===== src/decodePkg.sv =====
`default_nettype none

package decodePkg;

    // ========================================
    // Field types
    // ========================================
    typedef logic [47:0] instrT;
    typedef logic [4:0]  regIdxT;
    typedef logic [4:0]  idTagT;
    typedef logic [63:0] constT;
    typedef logic [7:0]  laneMaskT;
    typedef logic [2:0]  instrLenT;
    typedef logic [1:0]  memSizeT;
    typedef logic [2:0]  creditT;
    typedef logic [5:0]  opcodeT;
    typedef logic [5:0]  functT;

    // Entries in the instruction queue
    localparam int QUEUE_DEPTH = 4;

    localparam memSizeT MEM_BYTE  = 2'd0;
    localparam memSizeT MEM_WYDE  = 2'd1;
    localparam memSizeT MEM_TETRA = 2'd2;
    localparam memSizeT MEM_OCTA  = 2'd3;

    // ========================================
    // Opcodes and functs
    // ========================================
    localparam opcodeT BRK = 6'd0, R2 = 6'd2, ADDI = 6'd4;
    localparam opcodeT MULI = 6'd6, ANDI = 6'd8, ORI = 6'd9;
    localparam opcodeT FLOAT = 6'd15, LB = 6'd19, SB = 6'd21;
    localparam opcodeT MEMNDX = 6'd22, JAL = 6'd24, LX = 6'd32;
    localparam opcodeT SX = 6'd36, JMP = 6'd40, CALL = 6'd41;
    localparam opcodeT RET = 6'd42, CAS = 6'd44, AMO = 6'd46;
    localparam opcodeT BCC = 6'd48, BEQI = 6'd50, DIVI = 6'd62;

    // R2 functs
    localparam functT R1 = 6'd1, ADD = 6'd4, SUB = 6'd5;
    localparam functT AND = 6'd8, OR = 6'd9, SHIFTR = 6'd47;
    localparam functT RTI = 6'd50, MUL = 6'd58, DIVMOD = 6'd62;

    // R1 subfunctions
    localparam logic [4:0] MEMDB = 5'd16, MEMSB = 5'd17, SYNC = 5'd18;

    // Indexed memory functs
    localparam functT LBX = 6'd0, LWX = 6'd4, LWRX = 6'd6;
    localparam functT SBX = 6'd16, SWX = 6'd20, SWCX = 6'd22;
    localparam functT CASX = 6'd24;

    localparam functT FADD = 6'd4, FSYNC = 6'd54;

    // ========================================
    // Decoded records
    // ========================================
    typedef struct packed {
        logic    isMem, isMemNdx, isLoad, isVolatileLoad, isStore, isRmw;
        memSizeT memSize;
        logic    isAcquire, isRelease, isMemDb, isMemSb;
    } memInfoS;

    typedef struct packed {
        logic isAlu, isAlu0, isFpu, isFlowCtrl, isBranch, branchTaken;
        logic isJmp, isSync, isFSync, isOddball, canExcept;
    } unitInfoS;

    typedef struct packed {
        constT    constVal;
        instrLenT len;
        logic     hasConst, regWrite, preload;
        laneMaskT writeLanes;
    } operandInfoS;

    typedef struct packed {
        memInfoS     memInfo;
        unitInfoS    unitInfo;
        operandInfoS operandInfo;
        idTagT       id;
    } decodedInstrS;

    // Field extraction
    function automatic opcodeT getOpcode(instrT instr);
        return instr[5:0];
    endfunction

    function automatic logic [1:0] getLenField(instrT instr);
        return instr[7:6];
    endfunction

    function automatic functT getFunct(instrT instr);
        return instr[31:26];
    endfunction

    function automatic logic [4:0] getSubFn(instrT instr);
        return instr[22:18];
    endfunction

    // Funct field only meaningful in the 4-byte form
    function automatic logic hasFunct(instrT instr);
        return getLenField(instr) == 2'b00;
    endfunction

endpackage

`default_nettype wire


===== src/memClassify.sv =====
`default_nettype none

module memClassify
(
    input  decodePkg::instrT   instr_i,
    output decodePkg::memInfoS memInfo_o
);

    decodePkg::opcodeT  op;
    decodePkg::functT   fn;
    decodePkg::memSizeT size;
    logic ndxFn;
    logic r1Fn;
    logic ordered;
    logic isLbx, isLwx, isLwrx, isSbx, isSwx, isSwcx, isCasx;

    assign op = decodePkg::getOpcode(instr_i);
    assign fn = decodePkg::getFunct(instr_i);

    // Indexed forms
    assign ndxFn  = op == decodePkg::MEMNDX && decodePkg::hasFunct(instr_i);
    assign isLbx  = ndxFn && fn == decodePkg::LBX;
    assign isLwx  = ndxFn && fn == decodePkg::LWX;
    assign isLwrx = ndxFn && fn == decodePkg::LWRX;
    assign isSbx  = ndxFn && fn == decodePkg::SBX;
    assign isSwx  = ndxFn && fn == decodePkg::SWX;
    assign isSwcx = ndxFn && fn == decodePkg::SWCX;
    assign isCasx = ndxFn && fn == decodePkg::CASX;

    assign r1Fn = op == decodePkg::R2 && decodePkg::hasFunct(instr_i) && fn == decodePkg::R1;

    // Only AMO and the reserved indexed pair carry ordering bits
    assign ordered = op == decodePkg::AMO || isLwrx || isSwcx;

    // ========================================
    // Access size
    // ========================================
    always_comb
    begin
        case (op)
            decodePkg::LB, decodePkg::SB:
                size = decodePkg::MEM_BYTE;
            decodePkg::LX, decodePkg::SX:
                casez (instr_i[20:18])
                    3'b100:  size = decodePkg::MEM_OCTA;
                    3'b?10:  size = decodePkg::MEM_TETRA;
                    3'b??1:  size = decodePkg::MEM_WYDE;
                    default: size = decodePkg::MEM_OCTA;
                endcase
            decodePkg::AMO:
                case (instr_i[23:21])
                    3'd0:    size = decodePkg::MEM_BYTE;
                    3'd1:    size = decodePkg::MEM_WYDE;
                    3'd2:    size = decodePkg::MEM_TETRA;
                    default: size = decodePkg::MEM_OCTA;
                endcase
            default:
                size = (isLbx || isSbx) ? decodePkg::MEM_BYTE : decodePkg::MEM_OCTA;
        endcase
    end

    always_comb
    begin
        memInfo_o.isMem = op inside {decodePkg::LB, decodePkg::LX, decodePkg::SB,
            decodePkg::SX, decodePkg::CAS, decodePkg::AMO, decodePkg::MEMNDX};
        memInfo_o.isMemNdx       = op == decodePkg::MEMNDX;
        memInfo_o.isLoad         = op inside {decodePkg::LB, decodePkg::LX}
                                   || isLbx || isLwx || isLwrx;
        memInfo_o.isVolatileLoad = isLwrx;
        memInfo_o.isStore = op inside {decodePkg::SB, decodePkg::SX, decodePkg::CAS,
            decodePkg::AMO} || isSbx || isSwx || isSwcx || isCasx;
        memInfo_o.isRmw     = op inside {decodePkg::CAS, decodePkg::AMO} || isCasx;
        memInfo_o.memSize   = size;
        memInfo_o.isAcquire = ordered && instr_i[25];
        memInfo_o.isRelease = ordered && instr_i[24];
        memInfo_o.isMemDb   = r1Fn && decodePkg::getSubFn(instr_i) == decodePkg::MEMDB;
        memInfo_o.isMemSb   = r1Fn && decodePkg::getSubFn(instr_i) == decodePkg::MEMSB;
    end

endmodule

`default_nettype wire


===== src/unitClassify.sv =====
`default_nettype none

module unitClassify
(
    input  decodePkg::instrT    instr_i,
    input  logic                predictTaken_i,
    input  logic                isMem_i,
    output decodePkg::unitInfoS unitInfo_o
);

    decodePkg::opcodeT op;
    decodePkg::functT  fn;
    logic r2Fn;
    logic floatFn;
    logic isRti;
    logic isBranch;

    assign op = decodePkg::getOpcode(instr_i);
    assign fn = decodePkg::getFunct(instr_i);

    // Funct decodes, base length only
    assign r2Fn    = op == decodePkg::R2 && decodePkg::hasFunct(instr_i);
    assign floatFn = op == decodePkg::FLOAT && decodePkg::hasFunct(instr_i);
    assign isRti   = r2Fn && fn == decodePkg::RTI;

    // Predictable branches
    assign isBranch = op inside {decodePkg::BCC, decodePkg::BEQI};

    // ========================================
    // Unit and control flags
    // ========================================
    always_comb
    begin
        unitInfo_o.isAlu = !(isRti || op inside {decodePkg::BRK, decodePkg::BCC,
            decodePkg::BEQI, decodePkg::JAL, decodePkg::JMP, decodePkg::CALL,
            decodePkg::RET, decodePkg::FLOAT});
        // Long latency ops go to unit 0 only
        unitInfo_o.isAlu0 = (r2Fn && fn inside {decodePkg::R1, decodePkg::SHIFTR,
            decodePkg::MUL, decodePkg::DIVMOD})
            || op inside {decodePkg::MEMNDX, decodePkg::MULI, decodePkg::DIVI};
        unitInfo_o.isFpu = op == decodePkg::FLOAT;
        unitInfo_o.isFlowCtrl = isRti || op inside {decodePkg::BRK, decodePkg::BCC,
            decodePkg::BEQI, decodePkg::JAL, decodePkg::JMP, decodePkg::CALL,
            decodePkg::RET};
        unitInfo_o.isBranch    = isBranch;
        unitInfo_o.branchTaken = isBranch && predictTaken_i;
        unitInfo_o.isJmp       = op == decodePkg::JMP && !instr_i[7];
        unitInfo_o.isSync = (r2Fn && fn == decodePkg::R1
            && decodePkg::getSubFn(instr_i) == decodePkg::SYNC)
            || op == decodePkg::BRK || isRti;
        unitInfo_o.isFSync   = floatFn && fn == decodePkg::FSYNC;
        unitInfo_o.isOddball = op inside {decodePkg::BRK, decodePkg::FLOAT} || isRti;
        // Memory ops fall through to isMem_i, loads and stores alike
        unitInfo_o.canExcept = (floatFn && fn == decodePkg::FADD)
            || op inside {decodePkg::ADDI, decodePkg::MULI, decodePkg::DIVI,
                decodePkg::BCC, decodePkg::BEQI}
            || (r2Fn && fn inside {decodePkg::ADD, decodePkg::SUB, decodePkg::MUL,
                decodePkg::DIVMOD, decodePkg::RTI})
            || isMem_i;
    end

endmodule

`default_nettype wire


===== src/operandDecode.sv =====
`default_nettype none

module operandDecode
(
    input  decodePkg::instrT       instr_i,
    input  decodePkg::regIdxT      destReg_i,
    input  logic                   isLoad_i,
    output decodePkg::operandInfoS operandInfo_o
);

    decodePkg::opcodeT op;
    decodePkg::functT  fn;
    logic [1:0] lenField;
    logic r2Fn;
    logic ndxFn;
    logic writer;

    assign op       = decodePkg::getOpcode(instr_i);
    assign fn       = decodePkg::getFunct(instr_i);
    assign lenField = decodePkg::getLenField(instr_i);
    assign r2Fn     = op == decodePkg::R2 && decodePkg::hasFunct(instr_i);
    assign ndxFn    = op == decodePkg::MEMNDX && decodePkg::hasFunct(instr_i);

    // Ops that produce a register result
    assign writer = (r2Fn && fn inside {decodePkg::R1, decodePkg::ADD, decodePkg::SUB,
            decodePkg::AND, decodePkg::OR, decodePkg::MUL, decodePkg::DIVMOD,
            decodePkg::SHIFTR})
        || (ndxFn && fn inside {decodePkg::LBX, decodePkg::LWX, decodePkg::LWRX,
            decodePkg::CASX})
        || op inside {decodePkg::ADDI, decodePkg::ANDI, decodePkg::ORI, decodePkg::MULI,
            decodePkg::DIVI, decodePkg::JAL, decodePkg::CALL, decodePkg::RET,
            decodePkg::LB, decodePkg::LX, decodePkg::CAS, decodePkg::AMO};

    always_comb
    begin
        case (lenField)
            2'b00:   operandInfo_o.len = 3'd4;
            2'b01:   operandInfo_o.len = 3'd6;
            default: operandInfo_o.len = 3'd2;
        endcase

        // 30-bit constant in the 6-byte form, 14-bit otherwise
        if (lenField == 2'b01)
            operandInfo_o.constVal = {{34{instr_i[47]}}, instr_i[47:18]};
        else
            operandInfo_o.constVal = {{50{instr_i[31]}}, instr_i[31:18]};

        operandInfo_o.hasConst = op inside {decodePkg::ADDI, decodePkg::ANDI,
            decodePkg::ORI, decodePkg::MULI, decodePkg::DIVI, decodePkg::LB,
            decodePkg::LX, decodePkg::SB, decodePkg::SX, decodePkg::CAS,
            decodePkg::JAL, decodePkg::CALL, decodePkg::RET};

        // r0 is never written
        operandInfo_o.regWrite = destReg_i != '0 && writer;
        operandInfo_o.preload  = isLoad_i && destReg_i == '0;

        operandInfo_o.writeLanes = 8'hFF;
        if (r2Fn && fn inside {decodePkg::ADD, decodePkg::SUB, decodePkg::AND,
            decodePkg::OR, decodePkg::MUL, decodePkg::DIVMOD})
        begin
            case (instr_i[25:23])
                3'b000:  operandInfo_o.writeLanes = 8'h01;
                3'b001:  operandInfo_o.writeLanes = 8'h03;
                3'b010:  operandInfo_o.writeLanes = 8'h0F;
                default: operandInfo_o.writeLanes = 8'hFF;
            endcase
        end
    end

endmodule

`default_nettype wire


===== src/creditCounter.sv =====
`default_nettype none

module creditCounter
(
    input  logic clk,
    input  logic rstN_i,
    input  logic take_i,
    input  logic return_i,
    output logic hasCredit_o
);

    // Free entries in the instruction queue
    decodePkg::creditT count;

    always_ff @(posedge clk)
    begin
        if (!rstN_i)
        begin
            count <= decodePkg::creditT'(decodePkg::QUEUE_DEPTH);
        end
        else if (take_i && !return_i)
        begin
            count <= count - 1'b1;
        end
        else if (return_i && !take_i)
        begin
            count <= count + 1'b1;
        end
    end

    assign hasCredit_o = count != '0;

endmodule

`default_nettype wire


===== src/instrDecoder.sv =====
`default_nettype none

module instrDecoder
(
    input  logic                    clk,
    input  logic                    rstN_i,
    input  logic                    fetchValid_i,
    input  decodePkg::instrT        instr_i,
    input  decodePkg::idTagT        id_i,
    input  decodePkg::regIdxT       destReg_i,
    input  logic                    predictTaken_i,
    input  logic                    creditReturn_i,
    output logic                    fetchReady_o,
    output logic                    decValid_o,
    output decodePkg::decodedInstrS decoded_o
);

    decodePkg::memInfoS     memInfo;
    decodePkg::unitInfoS    unitInfo;
    decodePkg::operandInfoS operandInfo;
    logic hasCredit;
    logic accept;

    // ========================================
    // Fetch handshake under queue credit
    // ========================================
    assign fetchReady_o = hasCredit;
    assign accept       = fetchValid_i && hasCredit;

    creditCounter i_creditCounter
    (
        .clk         (clk),
        .rstN_i      (rstN_i),
        .take_i      (accept),
        .return_i    (creditReturn_i),
        .hasCredit_o (hasCredit)
    );

    // Classifiers
    memClassify i_memClassify
    (
        .instr_i   (instr_i),
        .memInfo_o (memInfo)
    );

    unitClassify i_unitClassify
    (
        .instr_i        (instr_i),
        .predictTaken_i (predictTaken_i),
        .isMem_i        (memInfo.isMem),
        .unitInfo_o     (unitInfo)
    );

    operandDecode i_operandDecode
    (
        .instr_i       (instr_i),
        .destReg_i     (destReg_i),
        .isLoad_i      (memInfo.isLoad),
        .operandInfo_o (operandInfo)
    );

    // ========================================
    // Output register
    // ========================================
    always_ff @(posedge clk)
    begin
        if (!rstN_i)
            decValid_o <= 1'b0;
        else
            decValid_o <= accept;
    end

    // Record only changes on an accept
    always_ff @(posedge clk)
    begin
        if (accept)
        begin
            decoded_o.memInfo     <= memInfo;
            decoded_o.unitInfo    <= unitInfo;
            decoded_o.operandInfo <= operandInfo;
            decoded_o.id          <= id_i;
        end
    end

endmodule

`default_nettype wire


===== config.mk =====
export PLATFORM = sky130hd
export DESIGN_NAME = instrDecoder
export DESIGN_NICKNAME = d
export VERILOG_FILES = /design/src/decodePkg.sv /design/src/memClassify.sv /design/src/unitClassify.sv /design/src/operandDecode.sv /design/src/creditCounter.sv /design/src/instrDecoder.sv
export SDC_FILE = /design/constraint.sdc
export NUM_CORES = 1
export LEC_CHECK = 0
export BUFFER_PORTS_ARGS = -buffer_cell sky130_fd_sc_hd__buf_4
export CAP_MARGIN = 20
export CORE_UTILIZATION = 50
export CTS_CLUSTER_SIZE = 16
export DETAILED_ROUTE_END_ITERATION = 10
export GPL_ROUTABILITY_DRIVEN = 0
export PLACE_DENSITY = 0.82
export SLEW_MARGIN = 20
export SYNTH_ARGS = -nofsm -noshare
export SYNTH_HDL_FRONTEND = slang
export SYNTH_HIERARCHICAL = 1
export SYNTH_SLANG_ARGS = --single-unit

===== constraint.sdc =====
create_clock -name clk -period 9.3 [get_ports clk]
set_input_delay 1.86 -clock clk [delete_from_list [all_inputs] [get_ports clk]]
set_output_delay 1.86 -clock clk [all_outputs]
set_load 0.01 [all_outputs]

==> results_tabular.tex <==
\begin{tabular}{lr}
\hline
Metric & Value \\
\hline
\multicolumn{2}{l}{\textbf{Die}} \\
\quad Height of the die & 102 um \\
\quad Total Die Area & 0.0105 mm\^{}2 \\
\quad Placeable Area & 0.00977 mm\^{}2 \\
\quad Initial standard-cell utilization of the core & 51.6\% \\
\quad Horizontal extent of the die & 102 um \\
\quad Number of rows in the core area & 36 \\
\quad I/O pins & about 170 \\
\multicolumn{2}{l}{\textbf{Clock tree}} \\
\quad Number of buffers on the longest clock path & 2 \\
\quad Clock net sink count & 110 \\
\quad Clk pin slew, worst setup/hold paths & roughly 0.09 ns \\
\quad \# hold bufs at CTS & 0 \\
\quad CTS tree & done \\
\quad Clock latency reported for the late side of the worst-skew pair & 0.35 ns \\
\quad Cell chosen for the clock root & sky130\_fd\_sc\_hd\_\_clkbuf\_8 \\
\quad \# Post-CTS Setup Buffers & 0 \\
\quad Number of H-tree levels & 3 \\
\quad Number of instances resized during post-cts repair & 0 \\
\quad Cts bufs inserted & 9 \\
\multicolumn{2}{l}{\textbf{Outcome}} \\
\quad Outcome & completed \\
\multicolumn{2}{l}{\textbf{Timing}} \\
\quad Max-slew violations & 0 \\
\quad Sum Neg Setup Slack & 0 ns \\
\quad Unrepaired setup endpoints after global routing & no \\
\quad Worst slew slack as a fraction of its limit & 33.6\% \\
\quad Maximum clock frequency & between 200 and 300 MHz \\
\quad Tightest hold margin & 0.546 ns \\
\quad Tcrit/Tclk final & 41.9\% \\
\quad Endpoints failing setup & 0 \\
\quad Final Hold Fails & 0 \\
\quad Slew @ Worst Pin & 0.990 ns \\
\quad Final setup margin & 5.41 ns \\
\quad Worst Skew & just under 0.009 ns \\
\quad Min cycle time layout & 3.89 ns \\
\multicolumn{2}{l}{\textbf{Drt}} \\
\quad Average vias per placed instance & between 5 and 6 \\
\quad DRT Pass-1 Iters & 5 \\
\quad Antenna viol nets, final & 0 \\
\quad Number of vias in the routed layout & $\sim$3400 \\
\quad Detailed-route wire length & between 9 and 10 mm \\
\quad 1st-iter DRT viols & 182 \\
\quad Post-route DRC & 0 \\
\quad Routed len/inst & 15.8 um \\
\multicolumn{2}{l}{\textbf{Logic synthesis}} \\
\quad Number of flops mapped to enable cells by yosys & 106 \\
\quad Synthesized instance count & just under 400 \\
\quad Synthesized cell area & 0.00504 mm\^{}2 \\
\quad Unique masters post-synth & 68 \\
\quad Total of flip-flops plus latches after synthesis & 110 \\
\quad Flip-flop cell with the highest count after synthesis & sky130\_fd\_sc\_hd\_\_edfxtp\_1 \\
\quad Warnings from Yosys & 6 \\
\quad Average instance area after synthesis & 13.0 um\^{}2 \\
\quad Fraction of the yosys area taken by sequential cells & 64.7\% \\
\quad Synthesized Nets & 453 \\
\quad Share of flip-flops with an asynchronous set or reset & 0\% \\
\multicolumn{2}{l}{\textbf{Power and ir drop}} \\
\quad Cell internal power dissipation & 0.781 mW \\
\quad Power share of the combinational group & 17.7\% \\
\quad Fraction of power spent switching nets & 25.1\% \\
\quad Leakage power & 2.36 nW \\
\quad Switching component of the power & 0.262 mW \\
\quad Part of the power in registers & just under 60\% \\
\quad Maximum resistive drop on vdd & between 0.00006 and 0.00007 V \\
\quad Portion of total power attributed to the clock network & 23.0\% \\
\quad Power per Cell Area & 171 mW/mm\^{}2 \\
\multicolumn{2}{l}{\textbf{Finish}} \\
\quad Final core utilization & 62.4\% \\
\quad Area growth from synthesis to layout & 20.9\% \\
\quad Number of fill cells & 754 \\
\quad Total number of nets in the final design & 558 \\
\quad Layout cells sized above 1 & 37.3\% \\
\quad ANT cells & 0 \\
\multicolumn{2}{l}{\textbf{Critical path}} \\
\quad Critical R2R Capture & i\_creditCounter/count[2] \\
\quad Crit path from & instr\_i[6] \\
\quad Critical Path Sink Type & register \\
\quad Reg-to-reg startpoint & i\_creditCounter/count[1] \\
\quad FF-to-FF path depth & 7 \\
\quad Cell with the biggest individual delay on the critical path & sky130\_fd\_sc\_hd\_\_nand2\_1 \\
\quad Crit-path cells & buf\_4 > inv\_1 > o21ai\_1 > nand2\_1 \\
\quad CP Data Arrival Time & between 3 and 4 ns \\
\quad Critical-path maximum fanout & 35 \\
\quad Peak per-stage delay on the critical path & between 0.8 and 0.9 ns \\
\quad Element type at the critical path start & primary input \\
\quad Type of the worst setup path & in2reg \\
\quad Endpoint required time on the critical path & 9.16 ns \\
\quad Internal reg-to-reg setup slack & slightly below 7 ns \\
\multicolumn{2}{l}{\textbf{Global route}} \\
\quad Global-route wire length before repair & approximately 15 mm \\
\quad Vias in the first global route & 2925 \\
\quad Global Route Usage Sum & a little under a fifth \\
\quad Pin count of the biggest net entering global routing & slightly below 60 \\
\quad Number of antenna violations at the first check in global routing & 0 \\
\quad Aggregate global routing overflow & 0 \\
\multicolumn{2}{l}{\textbf{Min path}} \\
\quad Start point of the worst min-delay path & i\_creditCounter/count[2] \\
\quad Worst min-delay path endpoint & i\_creditCounter/count[2] \\
\quad Worst hold path cell count & 2 \\
\quad Class of the worst hold path & reg2reg \\
\multicolumn{2}{l}{\textbf{Placement}} \\
\quad Worst slack, placed & 5.03 ns \\
\quad HPWL reported at the end of detailed placement & roughly 6.9 mm \\
\quad Count of input and output buffers & 160 \\
\multicolumn{2}{l}{\textbf{Run}} \\
\quad Maximum capacitance violations & 0 \\
\hline
\end{tabular}
-- worst max-delay path, delay by kind of cell --
family | cells | cell delay, ns
buf+inv | 2 | 0.29
simple gates | 1 | 0.81
compound gates | 1 | 0.78
-- power by group through the flow --
stage               Sequential, mW  Clock, mW  Combinational [mW]
floorplan                    0.656          0              0.0777
global placement             0.628          0               0.181
detailed placement           0.629          0               0.186
CTS                          0.618      0.246               0.186
global route                 0.623      0.260               0.203
finish                       0.617      0.240               0.185
-- Yosys cell counts (all sizes together) (4+ instances only) --
master	count	area (um^2)
a21oi	8	40.0
o21ai	15	78.8
nor4	4	25.0
dfxtp	4	80.1
nand2	22	82.6
or3b	4	37.5
nand2b	5	31.3
inv	9	33.8
edfxtp	106	3180
nor2	18	67.6
buf	62	458
nor2b	5	31.3
nor3b	6	45.0
and2	8	50.1
nand4	6	37.5
nand3	27	145
o31ai	5	37.5
nor3	7	35.0
clkbuf	5	18.8
xnor2	4	35.0
-- registers in the layout (all words and copies together), names as in the netlist --
name	count
decValid_o	1
decoded_o	106
i_creditCounter/count	3
-- cell families (layout without fill, tap and decap cells) --
kind of cell	after synthesis	count (layout)	share of synthesized area [%]
XOR/XNOR	5	5	0.869
adder cells (fa/ha/maj)	2	2	0.645
other	2	2	0.149
multiplexers	2	2	0.397
flip-flops	110	110	64.7
AO/OA/AOI/OAI	49	49	6.58
AND/OR/NAND/NOR	140	140	16.3
buffers and inverters	78	186	10.3
-- layout make-up --
cell class,instances,area (um^2),share of cell area [%]
timing repair buffer,161,1210,19.8
multi-input combinational,200,1260,20.7
clock inverter,4,26.3,0.431
inverter,11,42.5,0.698
tap,133,166,2.73
clock buffer,10,128,2.09
sequential,110,3260,53.5
-- per-stage QoR --
stage | power (mW) | area [um^2] | std cells
after detailed placement | 0.815 | 5940 | 615
after global placement | 0.808 | 5940 | 615
after global routing | 1.09 | 6100 | 629
after CTS | 1.05 | 6100 | 629
after floorplan | 0.733 | 5040 | 388
final | 1.04 | 6100 | 629
-- worst max path at each step --
stage / end / slack [ns] / cells after the start
detailed placement: decoded_o[53] / 5.03 / 4
finish: decoded_o[60] / 5.41 / 4
floorplan: i_creditCounter/count[1] / 3.77 / 5
global placement: decoded_o[48] / 5.10 / 4
global route: decoded_o[65] / 5.11 / 4
CTS: decoded_o[64] / 5.41 / 4
-- layer usage --
| layer | up-vias | global-route usage (%) | part of all wire, % |
|---|---|---|---|
| li1 | 1598 | - | - |
| met1 | 1629 | 23.2 | 40 |
| met2 | 171 | 31.4 | 51 |
| met3 | 17 | 5.27 | 7.5 |
| met4 | 0 | 6.37 | 1.5 |
| met5 | - | 0 | 0 |
-- layout by cell type, fill, tap and decap left out, types with 2 or more instances in the layout --
cell and count:
sky130_fd_sc_hd__conb_1 2, sky130_fd_sc_hd__buf_4 161, sky130_fd_sc_hd__xnor2_1 4, sky130_fd_sc_hd__o22ai_1 2
sky130_fd_sc_hd__a21oi_1 8, sky130_fd_sc_hd__o21ai_0 12, sky130_fd_sc_hd__and3_1 2, sky130_fd_sc_hd__clkbuf_8 9
sky130_fd_sc_hd__nand3_1 25, sky130_fd_sc_hd__nand4b_1 3, sky130_fd_sc_hd__nor2b_1 5, sky130_fd_sc_hd__clkinv_2 3
sky130_fd_sc_hd__nor3b_1 6, sky130_fd_sc_hd__and2_1 7, sky130_fd_sc_hd__dfxtp_1 4, sky130_fd_sc_hd__mux2i_1 2
sky130_fd_sc_hd__nand3_2 2, sky130_fd_sc_hd__nor4b_1 3, sky130_fd_sc_hd__or3b_1 2, sky130_fd_sc_hd__o21ai_1 2
sky130_fd_sc_hd__nand2b_1 5, sky130_fd_sc_hd__o31ai_1 5, sky130_fd_sc_hd__a221oi_1 2, sky130_fd_sc_hd__or4_1 2
sky130_fd_sc_hd__nor4_1 4, sky130_fd_sc_hd__nand2_1 22, sky130_fd_sc_hd__edfxtp_1 106, sky130_fd_sc_hd__o221ai_1 2
sky130_fd_sc_hd__or3_1 3, sky130_fd_sc_hd__nor2_1 18, sky130_fd_sc_hd__nor3_1 7, sky130_fd_sc_hd__nand4_1 6
sky130_fd_sc_hd__o32a_1 2, sky130_fd_sc_hd__nand3b_1 3, sky130_fd_sc_hd__nor4bb_1 3, sky130_fd_sc_hd__inv_1 9
Power figures use the tool's default switching activity.
